### src/rtl/tag_settings.svh
// sizes for the two-lane tag allocator; values assume LANES is 2 and TAG_COUNT a power of two
`ifndef TAG_SETTINGS_SVH
`define TAG_SETTINGS_SVH

// issue width, also freelist read and write width
`define LANES 2

// destination tags, TAG_W must equal log2 of TAG_COUNT
`define TAG_COUNT 8
`define TAG_W 3

// operand and result width
`define DATA_W 8

// instruction word, opcode + format bit + two operand fields
`define INSN_W 20

// execute pipeline depth, stage 1 holds the ALU result
`define EXEC_STAGES 3

`endif

### src/rtl/tag_pkg.sv
// opcodes 4 to 6 are reserved; they take a tag and complete with value zero
`default_nettype none

`include "tag_settings.svh"

package tag_pkg;

  typedef enum logic [2:0] {
    op_add = 3'd0,
    op_sub = 3'd1,
    op_and = 3'd2,
    op_xor = 3'd3,
    // the only op that needs no tag
    op_nop = 3'd7
  } op_e;

  // register format with fmt 0
  typedef struct packed {
    op_e               opcode;
    logic              fmt;
    logic [`DATA_W-1:0] a;
    logic [`DATA_W-1:0] b;
  } insn_reg_s;

  // immediate format with fmt 1
  // operand b is imm zero-extended and shifted left by shift within 8 bits
  typedef struct packed {
    op_e               opcode;
    logic              fmt;
    logic [`DATA_W-1:0] a;
    logic [1:0]        shift;
    logic [5:0]        imm;
  } insn_imm_s;

  // opcode and fmt sit at the same bits in both views
  typedef union packed {
    insn_reg_s as_reg;
    insn_imm_s as_imm;
  } insn_u;

endpackage

`default_nettype wire

### src/rtl/freelist.sv
// scalar tag indexes only; port i always offers the i-th lowest free tag, collected tags free next cycle
`timescale 1ns/1ps
`default_nettype none

`include "tag_settings.svh"

module freelist (
  input  logic                              clk,
  input  logic                              rst,
  input  logic                              flush,
  // collect side
  input  logic [`LANES-1:0]                 we,
  input  logic [`LANES-1:0][`TAG_W-1:0]     wd,
  // request side
  input  logic [`LANES-1:0]                 re,
  output logic [`LANES-1:0][`TAG_W-1:0]     rd,
  output logic [`LANES-1:0]                 v,
  // fewer than LANES tags free after this edge
  output logic                              empty
);

  localparam int LN    = `LANES;
  localparam int DEPTH = `TAG_COUNT;
  localparam int TW    = `TAG_W;
  localparam int CNT_W = $clog2(DEPTH + 1);

  // one bit per tag, set while the tag is in flight
  logic [DEPTH-1:0] r_usage;
  logic [DEPTH-1:0] set_vec;
  logic [DEPTH-1:0] clr_vec;
  logic [DEPTH-1:0] next_usage;
  logic [CNT_W-1:0] free_cnt;
  logic             next_empty;

  // rank-th free tag counting from tag 0, msb is the found flag
  function automatic logic [TW:0] pick_free(input int rank, input logic [DEPTH-1:0] used);
    int               seen;
    logic             found;
    logic [TW-1:0]    tag;
    seen  = 0;
    found = 1'b0;
    tag   = '0;
    for (int t = 0; t < DEPTH; t++) begin
      if (!used[t] && !found) begin
        if (seen == rank) begin
          found = 1'b1;
          tag   = TW'(t);
        end
        seen++;
      end
    end
    return {found, tag};
  endfunction

  for (genvar p = 0; p < LN; p++) begin : g_port
    assign {v[p], rd[p]} = pick_free(p, r_usage);
  end

  // decode requests and returns into per-tag set and clear masks
  always_comb begin
    set_vec = '0;
    clr_vec = '0;
    for (int p = 0; p < LN; p++) begin
      if (re[p]) set_vec[rd[p]] = 1'b1;
      if (we[p]) clr_vec[wd[p]] = 1'b1;
    end
  end

  assign next_usage = set_vec | (r_usage & ~clr_vec);

  // free entries once this edge's update has landed
  always_comb begin
    free_cnt = '0;
    for (int t = 0; t < DEPTH; t++) begin
      free_cnt = free_cnt + CNT_W'(!next_usage[t]);
    end
  end

  assign next_empty = (free_cnt < CNT_W'(LN));

  always_ff @(posedge clk) begin
    if (rst || flush) begin
      r_usage <= '0;
      empty   <= 1'b0;
    end else begin
      r_usage <= next_usage;
      empty   <= next_empty;
    end
  end

  for (genvar p = 0; p < LN; p++) begin : g_chk
    // result stage only returns tags that were handed out
    a_collect_in_use : assert property (
      @(posedge clk) disable iff (rst || flush) we[p] |-> r_usage[wd[p]]
    ) else $error("freelist: collected tag %0d is already free", wd[p]);

    // stall must keep every issued lane supplied with a tag
    a_request_served : assert property (
      @(posedge clk) disable iff (rst || flush) re[p] |-> v[p]
    ) else $error("freelist: port %0d requested with no free tag", p);
  end

endmodule

`default_nettype wire

### src/rtl/op_decode.sv
// purely combinational; relies on stall to guarantee tags, nop lanes are dropped here
`timescale 1ns/1ps
`default_nettype none

`include "tag_settings.svh"

module op_decode (
  input  logic [`LANES-1:0]                 in_valid,
  input  logic [`LANES-1:0][`INSN_W-1:0]    in_insn,
  input  logic                              stall,
  output logic [`LANES-1:0]                 re,
  output logic [`LANES-1:0]                 issue_valid,
  output tag_pkg::op_e [`LANES-1:0]         issue_op,
  output logic [`LANES-1:0][`DATA_W-1:0]    issue_a,
  output logic [`LANES-1:0][`DATA_W-1:0]    issue_b
);

  import tag_pkg::*;

  localparam int LN = `LANES;
  localparam int DW = `DATA_W;

  insn_u view [LN];

  always_comb begin
    for (int i = 0; i < LN; i++) begin
      view[i] = in_insn[i];

      // both formats share opcode, fmt and a
      issue_op[i] = view[i].as_reg.opcode;
      issue_a[i]  = view[i].as_reg.a;

      if (view[i].as_reg.fmt) begin
        // immediate, upper bits shifted out are lost
        issue_b[i] = DW'(view[i].as_imm.imm) << view[i].as_imm.shift;
      end else begin
        issue_b[i] = view[i].as_reg.b;
      end

      issue_valid[i] = in_valid[i] && !stall && (view[i].as_reg.opcode != op_nop);

      // every issued op takes a destination tag
      re[i] = issue_valid[i];
    end
  end

endmodule

`default_nettype wire

### src/rtl/op_execute.sv
// fixed three-stage pipe, no back-pressure; reserved opcodes produce zero
`timescale 1ns/1ps
`default_nettype none

`include "tag_settings.svh"

module op_execute (
  input  logic                              clk,
  input  logic                              rst,
  input  logic                              flush,
  input  logic [`LANES-1:0]                 issue_valid,
  input  tag_pkg::op_e [`LANES-1:0]         issue_op,
  input  logic [`LANES-1:0][`DATA_W-1:0]    issue_a,
  input  logic [`LANES-1:0][`DATA_W-1:0]    issue_b,
  input  logic [`LANES-1:0][`TAG_W-1:0]     issue_tag,
  output logic [`LANES-1:0]                 ex_valid,
  output logic [`LANES-1:0][`TAG_W-1:0]     ex_tag,
  output logic [`LANES-1:0][`DATA_W-1:0]    ex_value
);

  import tag_pkg::*;

  localparam int LN     = `LANES;
  localparam int STAGES = `EXEC_STAGES;

  logic [LN-1:0][`DATA_W-1:0]               alu;
  logic [STAGES-1:0][LN-1:0]                st_valid;
  logic [STAGES-1:0][LN-1:0][`TAG_W-1:0]    st_tag;
  logic [STAGES-1:0][LN-1:0][`DATA_W-1:0]   st_value;

  // wraps modulo 2^DATA_W
  always_comb begin
    for (int i = 0; i < LN; i++) begin
      case (issue_op[i])
        op_add:  alu[i] = issue_a[i] + issue_b[i];
        op_sub:  alu[i] = issue_a[i] - issue_b[i];
        op_and:  alu[i] = issue_a[i] & issue_b[i];
        op_xor:  alu[i] = issue_a[i] ^ issue_b[i];
        default: alu[i] = '0;
      endcase
    end
  end

  always_ff @(posedge clk) begin
    if (rst || flush) begin
      st_valid <= '0;
    end else begin
      st_valid[0] <= issue_valid;
      for (int s = 1; s < STAGES; s++) begin
        st_valid[s] <= st_valid[s-1];
      end
    end
  end

  // payload follows the valid bits
  always_ff @(posedge clk) begin
    st_tag[0]   <= issue_tag;
    st_value[0] <= alu;
    for (int s = 1; s < STAGES; s++) begin
      st_tag[s]   <= st_tag[s-1];
      st_value[s] <= st_value[s-1];
    end
  end

  assign ex_valid = st_valid[STAGES-1];
  assign ex_tag   = st_tag[STAGES-1];
  assign ex_value = st_value[STAGES-1];

  // freelist must never give one tag to both lanes of a group
  for (genvar s = 0; s < STAGES; s++) begin : g_chk
    a_tags_distinct : assert property (
      @(posedge clk) disable iff (rst || flush)
      (st_valid[s][0] && st_valid[s][1]) |-> (st_tag[s][0] != st_tag[s][1])
    ) else $error("op_execute: duplicate tag %0d in stage %0d", st_tag[s][0], s + 1);
  end

endmodule

`default_nettype wire

### src/rtl/op_result.sv
// done outputs are registered and also feed tag return, flags come from the registered value
`timescale 1ns/1ps
`default_nettype none

`include "tag_settings.svh"

module op_result (
  input  logic                              clk,
  input  logic                              rst,
  input  logic                              flush,
  input  logic [`LANES-1:0]                 ex_valid,
  input  logic [`LANES-1:0][`TAG_W-1:0]     ex_tag,
  input  logic [`LANES-1:0][`DATA_W-1:0]    ex_value,
  output logic [`LANES-1:0]                 done_valid,
  output logic [`LANES-1:0][`TAG_W-1:0]     done_tag,
  output logic [`LANES-1:0][`DATA_W-1:0]    done_value,
  output logic [`LANES-1:0]                 done_zero,
  output logic [`LANES-1:0]                 done_neg
);

  localparam int LN = `LANES;
  localparam int DW = `DATA_W;

  always_ff @(posedge clk) begin
    if (rst || flush) begin
      done_valid <= '0;
    end else begin
      done_valid <= ex_valid;
    end
  end

  always_ff @(posedge clk) begin
    done_tag   <= ex_tag;
    done_value <= ex_value;
  end

  // flags per lane
  always_comb begin
    for (int i = 0; i < LN; i++) begin
      done_zero[i] = (done_value[i] == '0);
      done_neg[i]  = done_value[i][DW-1];
    end
  end

endmodule

`default_nettype wire

### src/rtl/tag_core.sv
// four-cycle fixed latency; hold in_insn while stall is high, flush drops every op in flight
`timescale 1ns/1ps
`default_nettype none

`include "tag_settings.svh"

module tag_core (
  input  logic                              clk,
  input  logic                              rst,
  input  logic [`LANES-1:0]                 in_valid,
  input  logic [`LANES-1:0][`INSN_W-1:0]    in_insn,
  input  logic                              flush,
  output logic                              stall,
  output logic [`LANES-1:0]                 done_valid,
  output logic [`LANES-1:0][`TAG_W-1:0]     done_tag,
  output logic [`LANES-1:0][`DATA_W-1:0]    done_value,
  output logic [`LANES-1:0]                 done_zero,
  output logic [`LANES-1:0]                 done_neg
);

  import tag_pkg::*;

  // decode to freelist
  logic [`LANES-1:0]                 req;
  logic [`LANES-1:0][`TAG_W-1:0]     alloc_tag;

  // decode to execute
  logic [`LANES-1:0]                 issue_valid;
  op_e  [`LANES-1:0]                 issue_op;
  logic [`LANES-1:0][`DATA_W-1:0]    issue_a;
  logic [`LANES-1:0][`DATA_W-1:0]    issue_b;

  // execute to result
  logic [`LANES-1:0]                 ex_valid;
  logic [`LANES-1:0][`TAG_W-1:0]     ex_tag;
  logic [`LANES-1:0][`DATA_W-1:0]    ex_value;

  op_decode u_decode (
    .in_valid    (in_valid),
    .in_insn     (in_insn),
    .stall       (stall),
    .re          (req),
    .issue_valid (issue_valid),
    .issue_op    (issue_op),
    .issue_a     (issue_a),
    .issue_b     (issue_b)
  );

  // tag valid bits stay inside the freelist, stall already covers them
  // done outputs double as the tag return path
  freelist u_freelist (
    .clk   (clk),
    .rst   (rst),
    .flush (flush),
    .we    (done_valid),
    .wd    (done_tag),
    .re    (req),
    .rd    (alloc_tag),
    .v     (),
    .empty (stall)
  );

  op_execute u_execute (
    .clk         (clk),
    .rst         (rst),
    .flush       (flush),
    .issue_valid (issue_valid),
    .issue_op    (issue_op),
    .issue_a     (issue_a),
    .issue_b     (issue_b),
    .issue_tag   (alloc_tag),
    .ex_valid    (ex_valid),
    .ex_tag      (ex_tag),
    .ex_value    (ex_value)
  );

  op_result u_result (
    .clk        (clk),
    .rst        (rst),
    .flush      (flush),
    .ex_valid   (ex_valid),
    .ex_tag     (ex_tag),
    .ex_value   (ex_value),
    .done_valid (done_valid),
    .done_tag   (done_tag),
    .done_value (done_value),
    .done_zero  (done_zero),
    .done_neg   (done_neg)
  );

endmodule

`default_nettype wire

### config.mk
export PLATFORM = sky130hd
export DESIGN_NAME = tag_core
export DESIGN_NICKNAME = d
export VERILOG_FILES = /design/src/rtl/tag_pkg.sv /design/src/rtl/freelist.sv /design/src/rtl/op_decode.sv /design/src/rtl/op_execute.sv /design/src/rtl/op_result.sv /design/src/rtl/tag_core.sv
export VERILOG_INCLUDE_DIRS = /design/src /design/src/rtl
export SDC_FILE = /design/constraint.sdc
export NUM_CORES = 1
export LEC_CHECK = 0
export ABC_AREA = 1
export BUFFER_PORTS_ARGS = -buffer_cell sky130_fd_sc_hd__buf_2
export CORE_MARGIN = 2
export CORE_UTILIZATION = 30
export CTS_CLUSTER_SIZE = 10
export DETAILED_ROUTE_END_ITERATION = 7
export PLACE_DENSITY = 0.5
export SYNTH_ARGS = -nofsm -noshare
export SYNTH_HDL_FRONTEND = slang
export SYNTH_SLANG_ARGS = --single-unit
### constraint.sdc
create_clock -name clk -period 5.9 [get_ports clk]
set_input_delay 0.59 -clock clk [delete_from_list [all_inputs] [get_ports clk]]
set_output_delay 0.59 -clock clk [all_outputs]
set_load 0.01 [all_outputs]
==> summary by stage <==
Outcome
The flow ran to the end, but the final reports show violations. The final reports fail on negative setup slack.

Min path
The min-delay analysis places its worst path in the category reg2reg. The startpoint of the worst hold path is u_execute.st_value[20].

STA
The measured slew at the worst slew-check pin is 1.04 ns. The largest clock skew in the final design is 0.00602 ns. Counting I/O delays and the setup requirement, the final critical path takes 6.09 ns. The worst path uses 103% of the clock period.

The number of max-slew violations in the final report is 0. The achievable frequency is 164 MHz. Setup repair after global routing could not meet its margin everywhere. The count of final setup violators is 1.

The final critical-path setup slack is -0.187 ns. The hold violation total from the final report is 0. The remaining max-slew budget at the tightest pin is 30.1%.

Final layout
0 antenna diodes ended up in the layout. From synthesis to final layout, the design area changed by 27.1%. The fill cell instance count of the final layout is 2110.

For this run, the share of the core covered by cells in the final layout is 39.1%. The finished cells cover 7630 µm². In the final layout, the share of cells above drive strength 1 is 25.5%.

The number of nets in the layout is 1055. Leaving out filler cells and counting taps, the final layout contains 1218.

Die
The top-level I/O count is 74. The die covers 21200 µm². Row generation in the floorplan step produced 51 rows. The core area is 19500 µm². From bottom edge to top edge, the die measures 145 µm. The chip width is 145 µm.

The initial utilization of the core area, before any placement, comes to 30.7%.

Power
For this design the total switching power over the nets is 553 µW. In this run switching power makes up 29.5% of total power. Internal power comes to 1.32 mW.

The peak supply drop is 0.126 mV. Of the total power, registers draw 43.4%. Combinational cells account for 24.6% of the total power. The total power divided by cell area is 246 nW/µm². The leakage power total is 3.75 nW. Per report_power, the clock group accounts for 32.0% of the total.

Drt
Dividing the detail-routed via count by the number of cells gives 4.36. Once detail routing completed, the nets flagged for antenna violations numbered 0. The detailed router finished its first iteration with 240 violations. Dividing the detail-routed wire length by the instance count gives 11.4 µm. The overall routed net length is 13800 µm. The DRC violations left is 0. For this block, the via count after detailed routing is 5309.

The pre-antenna-repair detailed-routing pass consisted of 4 iterations.

Synth
In the synthesized netlist the dominant register cell turns out to be sky130_fd_sc_hd__dfxtp_1. Yosys attributes the largest share of cell area to sky130_fd_sc_hd__dfxtp_1, sky130_fd_sc_hd__ha_1, sky130_fd_sc_hd__nand2_1, sky130_fd_sc_hd__inv_1, sky130_fd_sc_hd__nor2_1. The most frequently used cell type in the post-synthesis netlist is sky130_fd_sc_hd__nand2_1. The netlist area before placement is 6000 µm².

The async set-reset flop share out of synthesis is 0%. Yosys printed 0 warnings. The post-synthesis register bit count is 105. By count the netlist is led by sky130_fd_sc_hd__nand2_1, sky130_fd_sc_hd__inv_1, sky130_fd_sc_hd__nor2_1. Of the synthesized area, sequential elements account for 35.0%. The number of nets in the synthesized netlist is 929. The synthesized netlist contains 47 unique library cells. The fraction of synthesized cell area taken by the top area cell type is 35.0%. Of all cell types, the one taking the most synthesized area is sky130_fd_sc_hd__dfxtp_1. The gate count of the mapped netlist is 822. The number of enable flip-flop cells after synthesis is 0. After synthesis, the mean cell area works out to 7.30 µm².

Placement
The count of buffers added on input and output ports is 73. The worst setup slack before clock tree synthesis is -0.215 ns. The total placed instance area is 6930 µm². After detailed placement, the design holds a cell count of 1188. Routability-driven placement finished with a final weighted congestion of 0.842.

The HPWL after detailed placement is 11200 µm.

Setup path
The element type at the critical path end is a flip-flop. The largest stage delay on the critical path is 0.52 ns. Data on the critical path arrives at its endpoint at 6.37 ns. The startpoint of the lowest-slack register-to-register path is u_freelist.r_usage[0]. STA puts the critical path data required time at 6.18 ns. The startpoint-to-endpoint class of the critical path is reg2reg. The cell with the largest stage delay on the worst path is sky130_fd_sc_hd__fa_2.

The largest fanout of any net on the critical path is 5. The kind of start point of the critical path is a flip-flop. The critical path starts at u_freelist.r_usage[0].

Run
The number of violations of the max-capacitance limit is 0.

CTS
The later pin in the worst-skew pair is clocked with a latency of 0.34 ns. The hold buffer count at cts is 0. In this run the clock root is driven by a sky130_fd_sc_hd__clkbuf_16. The total clock buffers created by CTS is 9. Clock-pin slew was measured on the worst setup and hold paths at 0.07 ns. The clock passes through at most 2 buffers. The TritonCTS clock tree is built.

The clock net in this run drives a total of 105 sinks. The number of H-tree branching levels is 3.

Global route
For this run the aggregate overflow at the end of global routing stands at 0. The initial antenna violation count is 0. Entering global routing, the biggest net connects 20 pins.

The first global-routing pass estimated 22700 µm of wire. The global-route usage over all layers is 12.9%. The number of global-route vias before repair was 4946.
[cells by family after synthesis]
logic type      count (synthesis)  synth area share [%]
xor+xnor                       18                  2.63
mux                             1                 0.167
simple gates                  371                  27.4
flops                         105                  35.0
fa+ha+maj                      62                  13.5
buf+inv                       154                  9.84
compound gates                111                  11.4
[critical path, delay by kind of cell (launching register included)]
kind                     cells  cell delay [ns]
buffers and inverters        6             0.35
AND/OR/NAND/NOR             14             1.18
adder cells (fa/ha/maj)     11             3.55
AO/OA/AOI/OAI                4             0.57
flip-flops                   1             0.37
[per-layer routing]
metal  share of wire, %  track usage (%)
met5                  0                0
met3                2.6             1.94
met4               0.95             3.68
met2                 48             22.4
met1                 49             16.8
[layout make-up]
class	count	area, µm²	share of cell area [%]
inverter	147	559	7.33
clock inverter	7	83.8	1.10
clock buffer	9	225	2.95
multi-input combinational	563	3580	46.9
timing repair buffer	122	741	9.71
tap	265	332	4.34
sequential	105	2110	27.7
[power by group through the flow]
stage	sequential [mW]	combinational, mW	clock (mW)
finish	0.813	0.461	0.601
global route	0.821	0.528	0.658
CTS	0.814	0.433	0.627
detailed placement	0.830	0.416	0
global placement	0.828	0.414	0
floorplan	0.830	0.283	0
[per-stage QoR]
stage / total power [mW] / hold slack [ns] / setup TNS [ns]
after floorplan: 1.11 / 0.310 / 0
after global placement: 1.24 / 0.310 / -0.104
after detailed placement: 1.25 / 0.312 / -0.215
after CTS: 1.87 / 0.320 / -0.125
after global routing: 2.01 / 0.326 / -0.474
final: 1.87 / 0.321 / -0.187
[path summary, 6_finish.rpt]
| path | end | slack (ns) | depth (start not counted) |
|---|---|---|---|
| max | u_freelist.empty | -0.19 | 35 |
| min | u_execute.ex_value[4] | 0.32 | 0 |
| max reg2reg | u_freelist.empty | -0.19 | 35 |
| min reg2reg | u_execute.ex_value[4] | 0.32 | 0 |
[flip-flops by register name, indices dropped and copies added (netlist names), 4 cells and up]
signal               flops
u_freelist.r_usage       8
u_execute.ex_value      16
u_result.done_value     14
u_result.done_tag        6
u_execute.st_valid       4
u_execute.ex_tag         6
u_execute.st_value      32
u_execute.st_tag        12
[repair_timing]
action,CTS,global route
pin swaps,26,41
endpoints found under the setup margin,1,1
resized for setup,30,41
setup buffers,9,5
[cell usage in the layout (no fill, tap or decap), types with 9 or more instances in the layout]
master	instances
sky130_fd_sc_hd__nand3_1	35
sky130_fd_sc_hd__xor2_1	17
sky130_fd_sc_hd__nor2_2	15
sky130_fd_sc_hd__a21oi_1	17
sky130_fd_sc_hd__a22oi_1	13
sky130_fd_sc_hd__o21ai_0	40
sky130_fd_sc_hd__nand2_2	23
sky130_fd_sc_hd__nand2_1	135
sky130_fd_sc_hd__buf_4	47
sky130_fd_sc_hd__nor3_1	10
sky130_fd_sc_hd__dfxtp_1	102
sky130_fd_sc_hd__nor2_1	113
sky130_fd_sc_hd__inv_1	128
sky130_fd_sc_hd__buf_2	73
sky130_fd_sc_hd__ha_1	46
sky130_fd_sc_hd__inv_2	14
sky130_fd_sc_hd__clkbuf_16	9
sky130_fd_sc_hd__ha_4	10
Note: power is estimated with default switching activity, not from simulation.
